$ cat src/rtl/lsu_pkg.sv
// Shared widths, queue sizes and encodings, imported by every load/store unit module
`default_nettype none

package lsu_pkg;

  // ----------------------------------------------------------------------
  // Datapath widths
  // ----------------------------------------------------------------------
  localparam int ADDR_W = 16;
  localparam int DATA_W = 32;
  localparam int TAG_W  = 4;
  localparam int SEL_W  = DATA_W / 8;

  // ----------------------------------------------------------------------
  // Queue sizes
  // ----------------------------------------------------------------------
  localparam int IQ_DEPTH = 4;
  localparam int RQ_DEPTH = 4;
  // ex0 and ex1 can both divert in the same window
  localparam int RQ_RESERVE = 2;

  localparam int IQ_PTR_W = $clog2(IQ_DEPTH);
  localparam int IQ_CNT_W = $clog2(IQ_DEPTH + 1);
  localparam int RQ_PTR_W = $clog2(RQ_DEPTH);
  localparam int RQ_CNT_W = $clog2(RQ_DEPTH + 1);

  // Memory operations
  typedef enum logic [1:0] {
    OP_LW,
    OP_SW,
    OP_LBU,
    OP_SB
  } lsu_op_e;

  // What ex1 does with its operation
  typedef enum logic [1:0] {
    OUT_ACCESS,
    OUT_REPLAY,
    OUT_EXCEPT
  } lsu_outcome_e;

  function automatic logic is_store(lsu_op_e op);
    return (op == OP_SW) || (op == OP_SB);
  endfunction

  function automatic logic is_word(lsu_op_e op);
    return (op == OP_LW) || (op == OP_SW);
  endfunction

endpackage

`default_nettype wire

$ cat src/rtl/lsu_issue_queue.sv
// In-order queue for dispatched memory operations; assigns tags and holds its head while stalled
`timescale 1ns/10ps
`default_nettype none

module lsu_issue_queue (
  input  logic                       i_clk,
  input  logic                       i_reset,
  input  logic                       i_disp_valid,
  input  lsu_pkg::lsu_op_e           i_disp_op,
  input  logic [lsu_pkg::ADDR_W-1:0] i_disp_addr,
  input  logic [lsu_pkg::DATA_W-1:0] i_disp_data,
  output logic                       o_disp_ready,
  input  logic                       i_stall,
  output logic                       o_valid,
  output lsu_pkg::lsu_op_e           o_op,
  output logic [lsu_pkg::ADDR_W-1:0] o_addr,
  output logic [lsu_pkg::DATA_W-1:0] o_data,
  output logic [lsu_pkg::TAG_W-1:0]  o_tag
);
  import lsu_pkg::*;

  lsu_op_e             r_op   [IQ_DEPTH];
  logic [ADDR_W-1:0]   r_addr [IQ_DEPTH];
  logic [DATA_W-1:0]   r_data [IQ_DEPTH];
  logic [TAG_W-1:0]    r_tag  [IQ_DEPTH];
  logic [IQ_PTR_W-1:0] r_wr_ptr;
  logic [IQ_PTR_W-1:0] r_rd_ptr;
  logic [IQ_CNT_W-1:0] r_count;
  logic [TAG_W-1:0]    r_next_tag;
  logic                w_push;
  logic                w_pop;

  assign o_disp_ready = (r_count != IQ_CNT_W'(IQ_DEPTH));
  assign o_valid      = (r_count != '0);
  assign w_push       = i_disp_valid && o_disp_ready;
  assign w_pop        = o_valid && !i_stall;

  // Entry storage
  always_ff @(posedge i_clk) begin
    if (w_push) begin
      r_op[r_wr_ptr]   <= i_disp_op;
      r_addr[r_wr_ptr] <= i_disp_addr;
      r_data[r_wr_ptr] <= i_disp_data;
      r_tag[r_wr_ptr]  <= r_next_tag;
    end
  end

  // Pointers, occupancy and tag counter
  always_ff @(posedge i_clk) begin
    if (i_reset) begin
      r_wr_ptr   <= '0;
      r_rd_ptr   <= '0;
      r_count    <= '0;
      r_next_tag <= '0;
    end else begin
      if (w_push) begin
        r_wr_ptr   <= r_wr_ptr + 1'b1;
        r_next_tag <= r_next_tag + 1'b1;
      end
      if (w_pop) begin
        r_rd_ptr <= r_rd_ptr + 1'b1;
      end
      case ({w_push, w_pop})
        2'b10:   r_count <= r_count + 1'b1;
        2'b01:   r_count <= r_count - 1'b1;
        default: r_count <= r_count;
      endcase
    end
  end

  // Head of queue
  assign o_op   = r_op[r_rd_ptr];
  assign o_addr = r_addr[r_rd_ptr];
  assign o_data = r_data[r_rd_ptr];
  assign o_tag  = r_tag[r_rd_ptr];

  // A full queue takes no new entry
  a_no_push_full: assert property (@(posedge i_clk) disable iff (i_reset)
    (r_count == IQ_CNT_W'(IQ_DEPTH)) |=> ($stable(r_wr_ptr) && $stable(r_next_tag)));

endmodule

`default_nettype wire

$ cat src/rtl/lsu_replay_queue.sv
// FIFO of operations diverted by the pipe, re-issued ahead of the issue queue in arrival order
`timescale 1ns/10ps
`default_nettype none

module lsu_replay_queue (
  input  logic                       i_clk,
  input  logic                       i_reset,
  input  logic                       i_push,
  input  lsu_pkg::lsu_op_e           i_op,
  input  logic [lsu_pkg::ADDR_W-1:0] i_addr,
  input  logic [lsu_pkg::DATA_W-1:0] i_data,
  input  logic [lsu_pkg::TAG_W-1:0]  i_tag,
  output logic                       o_valid,
  output lsu_pkg::lsu_op_e           o_op,
  output logic [lsu_pkg::ADDR_W-1:0] o_addr,
  output logic [lsu_pkg::DATA_W-1:0] o_data,
  output logic [lsu_pkg::TAG_W-1:0]  o_tag,
  input  logic                       i_pop,
  output logic                       o_almost_full,
  output logic                       o_empty
);
  import lsu_pkg::*;

  lsu_op_e             r_op   [RQ_DEPTH];
  logic [ADDR_W-1:0]   r_addr [RQ_DEPTH];
  logic [DATA_W-1:0]   r_data [RQ_DEPTH];
  logic [TAG_W-1:0]    r_tag  [RQ_DEPTH];
  logic [RQ_PTR_W-1:0] r_wr_ptr;
  logic [RQ_PTR_W-1:0] r_rd_ptr;
  logic [RQ_CNT_W-1:0] r_count;
  logic [RQ_CNT_W-1:0] w_free;
  logic                w_pop;

  assign o_empty = (r_count == '0);
  assign o_valid = !o_empty;
  assign w_pop   = i_pop && o_valid;
  assign w_free  = RQ_CNT_W'(RQ_DEPTH) - r_count;

  // Keep room for whatever is still in ex0 and ex1
  assign o_almost_full = (w_free < RQ_CNT_W'(RQ_RESERVE));

  always_ff @(posedge i_clk) begin
    if (i_push) begin
      r_op[r_wr_ptr]   <= i_op;
      r_addr[r_wr_ptr] <= i_addr;
      r_data[r_wr_ptr] <= i_data;
      r_tag[r_wr_ptr]  <= i_tag;
    end
  end

  always_ff @(posedge i_clk) begin
    if (i_reset) begin
      r_wr_ptr <= '0;
      r_rd_ptr <= '0;
      r_count  <= '0;
    end else begin
      if (i_push) begin
        r_wr_ptr <= r_wr_ptr + 1'b1;
      end
      if (w_pop) begin
        r_rd_ptr <= r_rd_ptr + 1'b1;
      end
      case ({i_push, w_pop})
        2'b10:   r_count <= r_count + 1'b1;
        2'b01:   r_count <= r_count - 1'b1;
        default: r_count <= r_count;
      endcase
    end
  end

  assign o_op   = r_op[r_rd_ptr];
  assign o_addr = r_addr[r_rd_ptr];
  assign o_data = r_data[r_rd_ptr];
  assign o_tag  = r_tag[r_rd_ptr];

  // Pipe diversions must never find the queue full
  a_no_push_full: assert property (@(posedge i_clk) disable iff (i_reset)
    (r_count == RQ_CNT_W'(RQ_DEPTH)) |-> !i_push);

endmodule

`default_nettype wire

$ cat src/rtl/lsu_pipe.sv
// Two-stage memory pipe: ex1 checks alignment, diverts to replay or runs a Wishbone access
`timescale 1ns/10ps
`default_nettype none

module lsu_pipe (
  input  logic                       i_clk,
  input  logic                       i_reset,
  input  logic                       i_valid,
  input  logic                       i_from_replay,
  input  lsu_pkg::lsu_op_e           i_op,
  input  logic [lsu_pkg::ADDR_W-1:0] i_addr,
  input  logic [lsu_pkg::DATA_W-1:0] i_data,
  input  logic [lsu_pkg::TAG_W-1:0]  i_tag,
  input  logic                       i_replay_empty,
  output logic                       o_replay_push,
  output lsu_pkg::lsu_op_e           o_replay_op,
  output logic [lsu_pkg::ADDR_W-1:0] o_replay_addr,
  output logic [lsu_pkg::DATA_W-1:0] o_replay_data,
  output logic [lsu_pkg::TAG_W-1:0]  o_replay_tag,
  output logic                       o_wb_cyc,
  output logic                       o_wb_stb,
  output logic                       o_wb_we,
  output logic [lsu_pkg::ADDR_W-1:0] o_wb_adr,
  output logic [lsu_pkg::DATA_W-1:0] o_wb_dat,
  output logic [lsu_pkg::SEL_W-1:0]  o_wb_sel,
  input  logic [lsu_pkg::DATA_W-1:0] i_wb_dat,
  input  logic                       i_wb_ack,
  output logic                       o_done_valid,
  output logic [lsu_pkg::TAG_W-1:0]  o_done_tag,
  output logic [lsu_pkg::DATA_W-1:0] o_done_data,
  output logic                       o_done_except
);
  import lsu_pkg::*;

  logic              r_ex0_valid;
  logic              r_ex0_from_replay;
  lsu_op_e           r_ex0_op;
  logic [ADDR_W-1:0] r_ex0_addr;
  logic [DATA_W-1:0] r_ex0_data;
  logic [TAG_W-1:0]  r_ex0_tag;
  logic              r_ex1_valid;
  logic              r_ex1_from_replay;
  lsu_op_e           r_ex1_op;
  logic [ADDR_W-1:0] r_ex1_addr;
  logic [DATA_W-1:0] r_ex1_data;
  logic [TAG_W-1:0]  r_ex1_tag;
  lsu_outcome_e      w_outcome;
  logic              w_misaligned;
  logic              w_hold_order;
  logic              w_in_window;
  logic [1:0]        r_window;
  logic              w_divert;
  logic              w_start;
  logic              w_fault;
  logic              w_ack;
  logic [1:0]        w_lane;
  logic [SEL_W-1:0]  w_sel;
  logic [DATA_W-1:0] w_wdata;
  logic [TAG_W-1:0]  r_acc_tag;
  lsu_op_e           r_acc_op;
  logic [1:0]        r_acc_lane;
  logic [7:0]        w_rd_byte;

  // ----------------------------------------------------------------------
  // ex0 and ex1 registers
  // ----------------------------------------------------------------------
  always_ff @(posedge i_clk) begin
    if (i_reset) begin
      r_ex0_valid <= 1'b0;
      r_ex1_valid <= 1'b0;
    end else begin
      r_ex0_valid <= i_valid;
      r_ex1_valid <= r_ex0_valid;
    end
  end

  always_ff @(posedge i_clk) begin
    r_ex0_from_replay <= i_from_replay;
    r_ex0_op          <= i_op;
    r_ex0_addr        <= i_addr;
    r_ex0_data        <= i_data;
    r_ex0_tag         <= i_tag;
    r_ex1_from_replay <= r_ex0_from_replay;
    r_ex1_op          <= r_ex0_op;
    r_ex1_addr        <= r_ex0_addr;
    r_ex1_data        <= r_ex0_data;
    r_ex1_tag         <= r_ex0_tag;
  end

  // ----------------------------------------------------------------------
  // ex1 decision
  // ----------------------------------------------------------------------
  assign w_misaligned = is_word(r_ex1_op) && (r_ex1_addr[1:0] != 2'b00);
  // Older diverted work is still waiting
  assign w_hold_order = !r_ex1_from_replay && !i_replay_empty;
  // The two operations behind a diversion follow it into replay
  assign w_in_window  = r_window[0];

  always_comb begin
    if (o_wb_cyc || w_in_window || w_hold_order) begin
      w_outcome = OUT_REPLAY;
    end else if (w_misaligned) begin
      w_outcome = OUT_EXCEPT;
    end else begin
      w_outcome = OUT_ACCESS;
    end
  end

  assign w_divert = r_ex1_valid && (w_outcome == OUT_REPLAY);
  assign w_start  = r_ex1_valid && (w_outcome == OUT_ACCESS);
  assign w_fault  = r_ex1_valid && (w_outcome == OUT_EXCEPT);

  always_ff @(posedge i_clk) begin
    if (i_reset) begin
      r_window <= 2'b00;
    end else if (w_divert && !w_in_window) begin
      r_window <= 2'b11;
    end else begin
      r_window <= {1'b0, r_window[1]};
    end
  end

  // Entry lands in the replay queue on the next edge
  assign o_replay_push = w_divert;
  assign o_replay_op   = r_ex1_op;
  assign o_replay_addr = r_ex1_addr;
  assign o_replay_data = r_ex1_data;
  assign o_replay_tag  = r_ex1_tag;

  // ----------------------------------------------------------------------
  // Wishbone classic master
  // ----------------------------------------------------------------------
  assign w_lane  = r_ex1_addr[1:0];
  assign w_sel   = is_word(r_ex1_op) ? {SEL_W{1'b1}} : (SEL_W'(1) << w_lane);
  assign w_wdata = (r_ex1_op == OP_SB) ? {SEL_W{r_ex1_data[7:0]}} : r_ex1_data;
  assign w_ack   = o_wb_cyc && i_wb_ack;

  always_ff @(posedge i_clk) begin
    if (i_reset) begin
      o_wb_cyc <= 1'b0;
      o_wb_stb <= 1'b0;
    end else if (w_start) begin
      o_wb_cyc <= 1'b1;
      o_wb_stb <= 1'b1;
    end else if (w_ack) begin
      o_wb_cyc <= 1'b0;
      o_wb_stb <= 1'b0;
    end
  end

  always_ff @(posedge i_clk) begin
    if (w_start) begin
      o_wb_we    <= is_store(r_ex1_op);
      o_wb_adr   <= {r_ex1_addr[ADDR_W-1:2], 2'b00};
      o_wb_sel   <= w_sel;
      o_wb_dat   <= w_wdata;
      r_acc_tag  <= r_ex1_tag;
      r_acc_op   <= r_ex1_op;
      r_acc_lane <= w_lane;
    end
  end

  // ----------------------------------------------------------------------
  // Done report
  // ----------------------------------------------------------------------
  assign w_rd_byte = i_wb_dat[{r_acc_lane, 3'b000} +: 8];

  always_ff @(posedge i_clk) begin
    if (i_reset) begin
      o_done_valid <= 1'b0;
    end else begin
      o_done_valid <= w_ack || w_fault;
    end
  end

  // Ack and fault never coincide since a fault needs an idle bus
  always_ff @(posedge i_clk) begin
    if (w_ack) begin
      o_done_tag    <= r_acc_tag;
      o_done_except <= 1'b0;
      case (r_acc_op)
        OP_LW:   o_done_data <= i_wb_dat;
        OP_LBU:  o_done_data <= {{(DATA_W - 8){1'b0}}, w_rd_byte};
        default: o_done_data <= '0;
      endcase
    end else if (w_fault) begin
      o_done_tag    <= r_ex1_tag;
      o_done_except <= 1'b1;
      o_done_data   <= '0;
    end
  end

  a_stb_in_cyc: assert property (@(posedge i_clk) disable iff (i_reset)
    o_wb_stb |-> o_wb_cyc);

  a_wb_stable: assert property (@(posedge i_clk) disable iff (i_reset)
    (o_wb_stb && !i_wb_ack) |=> (o_wb_stb && $stable(o_wb_we) && $stable(o_wb_adr)
                                 && $stable(o_wb_sel) && $stable(o_wb_dat)));

endmodule

`default_nettype wire

$ cat src/rtl/lsu_top.sv
// Load/store unit top level; feeds the pipe from the replay queue first, then from the issue queue
`timescale 1ns/10ps
`default_nettype none

module lsu_top (
  input  logic                       i_clk,
  input  logic                       i_reset,
  input  logic                       i_disp_valid,
  input  lsu_pkg::lsu_op_e           i_disp_op,
  input  logic [lsu_pkg::ADDR_W-1:0] i_disp_addr,
  input  logic [lsu_pkg::DATA_W-1:0] i_disp_data,
  output logic                       o_disp_ready,
  output logic                       o_wb_cyc,
  output logic                       o_wb_stb,
  output logic                       o_wb_we,
  output logic [lsu_pkg::ADDR_W-1:0] o_wb_adr,
  output logic [lsu_pkg::DATA_W-1:0] o_wb_dat,
  output logic [lsu_pkg::SEL_W-1:0]  o_wb_sel,
  input  logic [lsu_pkg::DATA_W-1:0] i_wb_dat,
  input  logic                       i_wb_ack,
  output logic                       o_done_valid,
  output logic [lsu_pkg::TAG_W-1:0]  o_done_tag,
  output logic [lsu_pkg::DATA_W-1:0] o_done_data,
  output logic                       o_done_except
);
  import lsu_pkg::*;

  logic              w_iq_valid;
  lsu_op_e           w_iq_op;
  logic [ADDR_W-1:0] w_iq_addr;
  logic [DATA_W-1:0] w_iq_data;
  logic [TAG_W-1:0]  w_iq_tag;
  logic              w_iq_stall;
  logic              w_rq_valid;
  lsu_op_e           w_rq_op;
  logic [ADDR_W-1:0] w_rq_addr;
  logic [DATA_W-1:0] w_rq_data;
  logic [TAG_W-1:0]  w_rq_tag;
  logic              w_rq_almost_full;
  logic              w_rq_empty;
  logic              w_push;
  lsu_op_e           w_push_op;
  logic [ADDR_W-1:0] w_push_addr;
  logic [DATA_W-1:0] w_push_data;
  logic [TAG_W-1:0]  w_push_tag;
  logic              w_pick_valid;
  lsu_op_e           w_pick_op;
  logic [ADDR_W-1:0] w_pick_addr;
  logic [DATA_W-1:0] w_pick_data;
  logic [TAG_W-1:0]  w_pick_tag;

  lsu_issue_queue u_issue_queue (
    .i_clk        (i_clk),
    .i_reset      (i_reset),
    .i_disp_valid (i_disp_valid),
    .i_disp_op    (i_disp_op),
    .i_disp_addr  (i_disp_addr),
    .i_disp_data  (i_disp_data),
    .o_disp_ready (o_disp_ready),
    .i_stall      (w_iq_stall),
    .o_valid      (w_iq_valid),
    .o_op         (w_iq_op),
    .o_addr       (w_iq_addr),
    .o_data       (w_iq_data),
    .o_tag        (w_iq_tag)
  );

  lsu_replay_queue u_replay_queue (
    .i_clk         (i_clk),
    .i_reset       (i_reset),
    .i_push        (w_push),
    .i_op          (w_push_op),
    .i_addr        (w_push_addr),
    .i_data        (w_push_data),
    .i_tag         (w_push_tag),
    .o_valid       (w_rq_valid),
    .o_op          (w_rq_op),
    .o_addr        (w_rq_addr),
    .o_data        (w_rq_data),
    .o_tag         (w_rq_tag),
    .i_pop         (w_rq_valid),
    .o_almost_full (w_rq_almost_full),
    .o_empty       (w_rq_empty)
  );

  // ----------------------------------------------------------------------
  // Source selection, replay entries are always older
  // ----------------------------------------------------------------------
  assign w_iq_stall = w_rq_valid || w_rq_almost_full;

  always_comb begin
    if (w_rq_valid) begin
      w_pick_valid = 1'b1;
      w_pick_op    = w_rq_op;
      w_pick_addr  = w_rq_addr;
      w_pick_data  = w_rq_data;
      w_pick_tag   = w_rq_tag;
    end else begin
      w_pick_valid = w_iq_valid && !w_iq_stall;
      w_pick_op    = w_iq_op;
      w_pick_addr  = w_iq_addr;
      w_pick_data  = w_iq_data;
      w_pick_tag   = w_iq_tag;
    end
  end

  lsu_pipe u_lsu_pipe (
    .i_clk          (i_clk),
    .i_reset        (i_reset),
    .i_valid        (w_pick_valid),
    .i_from_replay  (w_rq_valid),
    .i_op           (w_pick_op),
    .i_addr         (w_pick_addr),
    .i_data         (w_pick_data),
    .i_tag          (w_pick_tag),
    .i_replay_empty (w_rq_empty),
    .o_replay_push  (w_push),
    .o_replay_op    (w_push_op),
    .o_replay_addr  (w_push_addr),
    .o_replay_data  (w_push_data),
    .o_replay_tag   (w_push_tag),
    .o_wb_cyc       (o_wb_cyc),
    .o_wb_stb       (o_wb_stb),
    .o_wb_we        (o_wb_we),
    .o_wb_adr       (o_wb_adr),
    .o_wb_dat       (o_wb_dat),
    .o_wb_sel       (o_wb_sel),
    .i_wb_dat       (i_wb_dat),
    .i_wb_ack       (i_wb_ack),
    .o_done_valid   (o_done_valid),
    .o_done_tag     (o_done_tag),
    .o_done_data    (o_done_data),
    .o_done_except  (o_done_except)
  );

endmodule

`default_nettype wire

$ cat config.mk
export PLATFORM = sky130hd
export DESIGN_NAME = lsu_top
export DESIGN_NICKNAME = d
export VERILOG_FILES = /design/src/rtl/lsu_pkg.sv /design/src/rtl/lsu_issue_queue.sv /design/src/rtl/lsu_replay_queue.sv /design/src/rtl/lsu_pipe.sv /design/src/rtl/lsu_top.sv
export SDC_FILE = /design/constraint.sdc
export NUM_CORES = 1
export LEC_CHECK = 0
export BUFFER_PORTS_ARGS = -buffer_cell sky130_fd_sc_hd__buf_2
export CAP_MARGIN = 0
export CORE_MARGIN = 8
export CORE_UTILIZATION = 40
export CTS_CLUSTER_SIZE = 12
export DETAILED_ROUTE_END_ITERATION = 10
export PLACE_DENSITY_LB_ADDON = 0.12
export SKIP_CTS_REPAIR_TIMING = 1
export SYNTH_ARGS = -nofsm -noshare
export SYNTH_HDL_FRONTEND = slang
export SYNTH_SLANG_ARGS = --single-unit
$ cat constraint.sdc
create_clock -name i_clk -period 8.3 [get_ports i_clk]
set_input_delay 1.245 -clock i_clk [delete_from_list [all_inputs] [get_ports i_clk]]
set_output_delay 1.245 -clock i_clk [all_outputs]
set_load 0.01 [all_outputs]
After elaboration in Yosys (flattened, before gate mapping) --
Memory sizes are Yosys's and may differ from the RTL's. A register that Yosys moved wholly into a read port is not among the register bits. Index checks and enable logic that the tools add are counted.
Operators by class: add/subtract/negate cells 10, multipliers 0, divide/modulo/power cells 0, order comparisons 1, equal/unequal tests 10, shifts and indexed selects 2, muxes and demuxes 38, bitwise operators 0, reduce and logical (&&, ||, !) cells 29
Operators with widths (number):
- two-way mux 32 bit | 4
- case mux 32 bit (2 select lines) | 1
- two-way mux 2 bit | 20
- variable part select 32 x 6 -> 8 bit | 1
- two-way mux 16 bit | 1
- two-way mux 4 bit | 3
- case mux 3 bit (2 select lines) | 2
- equality test 2 bit, second input constant | 5
- nonzero test 2 bit | 5
- logical AND 1 bit | 9
- adder 2 x 1 -> 2 bit, second input constant | 4
- equality test 2 x 1 -> 1 bit, second input constant | 4
- two-way mux 1 bit | 7
- adder 3 x 1 -> 3 bit, second input constant | 2
- logical NOT 2 bit | 3
- logical OR 1 bit | 6
- subtractor 3 x 1 -> 3 bit, second input constant | 2
- adder 4 x 1 -> 4 bit, second input constant | 1
- logical NOT 1 bit | 4
- left shift 1 x 2 -> 4 bit, first input constant | 1
- logical NOT 3 bit | 1
- < comparator 3 x 2 -> 1 bit, second input constant | 1
- inequality test 3 bit, second input constant | 1
- nonzero test 3 bit | 1
- subtractor 3 bit, first input constant | 1
Storage, ports and cells: register bits 230, latch bits 0, bits in writable memories 432, memory bits (read-only) 0, input port bits 86, output and inout bits 94, logic and storage cells 130, memories kept 8
Memory list:
- u_issue_queue.r_data | depth 4, bits a word 32, rd ports 1, clocked after memory_dff 1, write ports 1, RTL line lsu_issue_queue.sv:24 | logic [DATA_W-1:0] r_data [IQ_DEPTH];
- u_replay_queue.r_data | depth 4, bits a word 32, rd ports 1, clocked after memory_dff 1, write ports 1, RTL line lsu_replay_queue.sv:26 | logic [DATA_W-1:0] r_data [RQ_DEPTH];
- u_issue_queue.r_addr | depth 4, bits a word 16, rd ports 1, clocked after memory_dff 1, write ports 1, RTL line lsu_issue_queue.sv:23 | logic [ADDR_W-1:0] r_addr [IQ_DEPTH];
- u_replay_queue.r_addr | depth 4, bits a word 16, rd ports 1, clocked after memory_dff 1, write ports 1, RTL line lsu_replay_queue.sv:25 | logic [ADDR_W-1:0] r_addr [RQ_DEPTH];
- u_issue_queue.r_tag | depth 4, bits a word 4, rd ports 1, clocked after memory_dff 1, write ports 1, RTL line lsu_issue_queue.sv:25 | logic [TAG_W-1:0] r_tag [IQ_DEPTH];
- u_replay_queue.r_tag | depth 4, bits a word 4, rd ports 1, clocked after memory_dff 1, write ports 1, RTL line lsu_replay_queue.sv:27 | logic [TAG_W-1:0] r_tag [RQ_DEPTH];
- 2 more memories

Depth between registers and ports, before layout --
depth after elaboration 9, mapped depth 10, gate-level depth less buffers 9

Modules after synthesis --
From an unflattened synthesis, not the netlist that was laid out.
Unflattened totals: cell total of the unflattened synthesis 1120, area total of the unflattened synthesis 24048.1 um^2
By module, submodules not included:
- lsu_issue_queue | instances 1, cells each 358, area each 8518.2 um^2, seq. area each 6746.5 um^2
- lsu_replay_queue | instances 1, cells each 333, area each 8330.5 um^2, seq. area each 6666.4 um^2
- lsu_pipe | instances 1, cells each 366, area each 6369.9 um^2, seq. area each 5195.0 um^2
- lsu_top | instances 1, cells each 63, area each 829.5 um^2, seq. area each 0.0 um^2

Least setup slack after synthesis --
OpenSTA, ideal clock, no wires.
kind register to register, start point register u_replay_queue.r_count[0], end point register u_lsu_pipe.o_wb_adr[10] in the netlist's numbering (enable), setup time 0.561 ns, arrival 5.089 ns, data required time 7.739 ns, setup slack 2.650 ns, cell stages (with the launch flop) 4, buffers on the path 0, clock period less this slack 5.650 ns, cell sequence dfxtp_1 > nor3_4 > o21ai_0 > nor3b_1
On the way: cells in the longest elaborated chain, start to end 7
RTL lines:
- start, declared | RTL line lsu_replay_queue.sv:30 | logic [RQ_CNT_W-1:0] r_count;
- start signal, assigned | RTL line lsu_replay_queue.sv:64 | 2'b10: r_count <= r_count + 1'b1;
- start signal, assigned | RTL line lsu_replay_queue.sv:65 | 2'b01: r_count <= r_count - 1'b1;
- start signal, assigned | RTL line lsu_replay_queue.sv:66 | default: r_count <= r_count;
- logical NOT 3 bit | RTL line lsu_replay_queue.sv:34 | assign o_empty = (r_count == '0);
- logical NOT 1 bit | RTL line lsu_pipe.sv:95 | assign w_hold_order = !r_ex1_from_replay && !i_replay_empty;
- logical AND 1 bit | RTL line lsu_pipe.sv:95
- logical OR 1 bit | RTL line lsu_pipe.sv:100 | if (o_wb_cyc || w_in_window || w_hold_order) begin
- two-way mux 2 bit | RTL line lsu_pipe.sv:100
- logical NOT 2 bit | RTL line lsu_pipe.sv:110 | assign w_start = r_ex1_valid && (w_outcome == OUT_ACCESS);
- logical AND 1 bit | RTL line lsu_pipe.sv:110
- via u_lsu_pipe.w_start | RTL line lsu_pipe.sv:53 | logic w_start;
- end signal, assigned | RTL line lsu_pipe.sv:154 | o_wb_adr <= {r_ex1_addr[ADDR_W-1:2], 2'b00};
- end, declared | RTL line lsu_pipe.sv:23 | output logic [lsu_pkg::ADDR_W-1:0] o_wb_adr,
The timed path passes the listed nets, and every way through them passes these cells. A chain may end at the register's enable or synchronous reset.

Final worst setup path --
start point register u_issue_queue.r_count[2], end point output port o_disp_ready
On the way: cells in the longest elaborated chain, start to end 1
RTL lines:
- start, declared | RTL line lsu_issue_queue.sv:28 | logic [IQ_CNT_W-1:0] r_count;
- start signal, assigned | RTL line lsu_issue_queue.sv:64 | 2'b10: r_count <= r_count + 1'b1;
- start signal, assigned | RTL line lsu_issue_queue.sv:65 | 2'b01: r_count <= r_count - 1'b1;
- start signal, assigned | RTL line lsu_issue_queue.sv:66 | default: r_count <= r_count;
- inequality test 3 bit | RTL line lsu_issue_queue.sv:33 | assign o_disp_ready = (r_count != IQ_CNT_W'(IQ_DEPTH));
- end, declared | RTL line lsu_top.sv:12 | output logic o_disp_ready,
Every way passes these cells.

==> summary.md <==
| Metric | Value |
|---|---|
| Initial antenna violation count | `4` |
| Area added between synthesis and finish | `17.5%` |
| Fmax achieved | `0.317 GHz` |
| P_int | `7.05 mW` |
| Initial Utilization | `40.6%` |
| N_diodes | `0` |
| Setup TNS | `0 ns` |
| Ys flop type | `edfxtp_1` |
| Die Area | `66700 µm²` |
| Peak supply drop | `0.000166 V` |
| DRT Pass-1 Iters | `5` |
| Max Cap Viol | `0` |
| Total GRT Usage | `14.6%` |
| DP Cell Count | `2113` |
| Buf/Inv on CP | `2` |
| # IOs | `180` |
| CTS Buf Count | `73` |
| Layout cells sized above 1 | `29.5%` |
| Setup slack after layout | `5.15 ns` |
| Gate power share | `17.6%` |
| Crit-path slowest cell | `nor3b_2` |
| Number of global-route vias before repair | `11900` |
| DR iter-0 viols | `717` |
| Class of the worst hold path | `flip-flop to flip-flop` |
| Largest net degree at the start of global routing | `60` |
| Hpwl dp | `28500 µm` |
| Final Hold Slack | `0.314 ns` |
| Seq pwr share | `50.4%` |
| Max Slew Vio Count | `0` |
| Delay-heaviest family, CP | `buffers and inverters` |
| Worst-Skew Late Latency | `0.60 ns` |
| Synthesized cell area | `23500 µm²` |
| Die Span Y | `258 µm` |
| Sequential element share of the synthesized area | `79.3%` |
| Rows | `88` |
| Share of synthesized registers carrying an async set or reset | `0%` |
| Filler cells | `4882` |
| DRT Wirelength | `48700 µm` |
| Util after Layout | `47.7%` |
| Nets@finish | `1522` |
| H-tree Lvls | `3` |
| Met1 Routed Length | `21800 µm` |
| Post-route minimum period | `3.15 ns` |
| CP cell instances | `nor3b_2, clkinv_1, buf_2` |
| Remaining DRCs | `0` |
| Routed wl met3 | `2810 µm` |
| Worst-path fanout max | `10` |
| Core Footprint | `57800 µm²` |
| Max Used Layer | `met5` |
| CP arrival | `1.91 ns` |
| Setup crit start kind | `flip-flop` |
| Final hold vios | `0` |
| Routed len/inst | `21.7 µm` |
| PD cells | `352 nW/µm²` |
| Non-Filler Instances | `2247` |
| Crit end category | `primary output` |
| Final ANT Viol Nets | `0` |
| Mapped Cells | `1204` |
| Synth top area share | `67.5%` |
| Clock Power Share | `32.0%` |
| Switching power | `2.65 mW` |
| TritonCTS clock tree | `yes` |
| Clk slew on worst S/H paths | `0.06 ns` |
| Routed vias/inst | `4.96` |
| First-pass GRT wire length | `74100 µm` |
| Critical path class | `flip-flop to primary output` |
| Cell with the most instances after synthesis | `edfxtp_1` |
| Vias | `11100` |
| Required time of the critical path | `7.05 ns` |
| Clk_skew | `0.0159 ns` |
| Die Width | `258 µm` |
| Post-Place Worst Slack | `5.13 ns` |
| CP max stage delay | `0.40 ns` |
| Port Buffers | `177` |
| Commonest cells in the netlist | `edfxtp_1, nand2_1, dfxtp_1, mux4_2, and2_1` |
| Total global routing overflow | `0` |
| Slew HR | `26.6%` |
| Setup violators final | `0` |
| Final Cycle Share | `38.0%` |
| CTS Root Cell | `clkbuf_16` |
| Post-synth top area cell | `edfxtp_1` |
| Slew @ Worst Pin | `1.10 ns` |
| Placer Congestion | `0.720` |
| Top area cells in the synthesized netlist | `edfxtp_1, dfxtp_1, mux4_2` |
| Met2 WL | `23100 µm` |
| #FFs+latches synth | `666` |
| P_leak | `9.79 nW` |
| Status | `finished, final reports clean` |
| Synth cell types | `40` |
| Number of flops mapped to enable cells by yosys | `527` |
| Yosys Warn Count | `0` |
| Sw Ratio | `27.3%` |
| Clock sinks | `666` |
| RSZ-0062 raised after global routing | `no` |
| Syn avg cell area | `19.5 µm²` |
| CTS Buffer Depth | `3` |
==> flip-flops by register name, indices dropped and copies added (netlist names), 32 cells and up, named ones only <==
name,flops
u_issue_queue.r_addr,64
u_lsu_pipe.o_done_data,32
u_lsu_pipe.r_ex0_data,32
u_replay_queue.r_data,128
u_issue_queue.r_data,128
u_lsu_pipe.o_replay_data,32
u_lsu_pipe.o_wb_dat,32
u_replay_queue.r_addr,64
==> kinds of logic after synthesis <==
logic type,synth area share (%)
flip-flops,79.3
AND/OR/NAND/NOR,4.90
multiplexers,11.9
buffers and inverters,1.38
AO/OA/AOI/OAI,1.58
adder cells (fa/ha/maj),0.757
XOR/XNOR,0.187
other,0.0160
==> placed cells by master (no fill, tap or decap), types with 23 or more instances in the layout <==
cell type,netlist,final
edfxtp_1,527,527
nand2_1,168,168
buf_2,5,177
a21o_1,24,24
clkbuf_16,0,76
and2_1,28,24
mux4_2,116,116
nor2_1,23,23
clkbuf_1,15,29
dfxtp_1,139,135
==> power groups by stage <==
stage,Combinational (mW),Clock [mW],Sequential [mW]
floorplan,1.26,0,4.75
global placement,1.75,0,4.95
detailed placement,1.75,0,4.97
CTS,1.76,3.20,4.91
global route,1.89,3.32,4.98
finish,1.71,3.11,4.89
==> cell type report <==
cell class / count / area, µm² / area share, %
Multi-Input combinational cell: 468 / 4550 / 16.5
Tap cell: 765 / 957 / 3.47
Inverter: 19 / 71.3 / 0.259
Clock inverter: 18 / 185 / 0.672
Sequential cell: 666 / 18600 / 67.6
Clock buffer: 116 / 2160 / 7.84
Timing Repair Buffer: 195 / 1020 / 3.70
==> metal layers <==
layer  track usage [%]  vias up
li1                  -     5074
met4              3.72        8
met2              23.5      289
met3              3.91       78
met1              19.6     5689
met5                 0        -
==> through the flow <==
| step | area, µm² | power, mW |
|---|---|---|
| global route | 27600 | 10.2 |
| finish | 27600 | 9.70 |
| detailed placement | 25200 | 6.72 |
| global placement | 25200 | 6.70 |
| floorplan | 23500 | 6.01 |
| CTS | 27600 | 9.87 |
==> path summary, 6_finish.rpt <==
path / slack (ns) / depth (start not counted) / start / endpoint
min reg2reg: 0.31 / 0 / u_lsu_pipe.r_ex0_addr[13] / u_lsu_pipe.o_replay_addr[13]
max: 5.15 / 3 / u_issue_queue.r_count[2] / o_disp_ready
max reg2reg: 5.17 / 10 / u_replay_queue.r_count[0] / u_replay_queue.r_count[2]
min: 0.31 / 0 / u_lsu_pipe.r_ex0_addr[13] / u_lsu_pipe.o_replay_addr[13]
==> worst reg2reg max path: stages, from the launching register on <==
cell and delay (ns):
dfxtp_1 0.36, nor3_4 0.22, buf_4 0.66, o21ai_0 0.38, inv_1 0.21, ha_1 0.20
inv_1 0.06, fa_1 0.37, xor2_1 0.16, or3_1 0.31, a21oi_1 0.14
No activity file was read; power rests on OpenSTA's default activity.
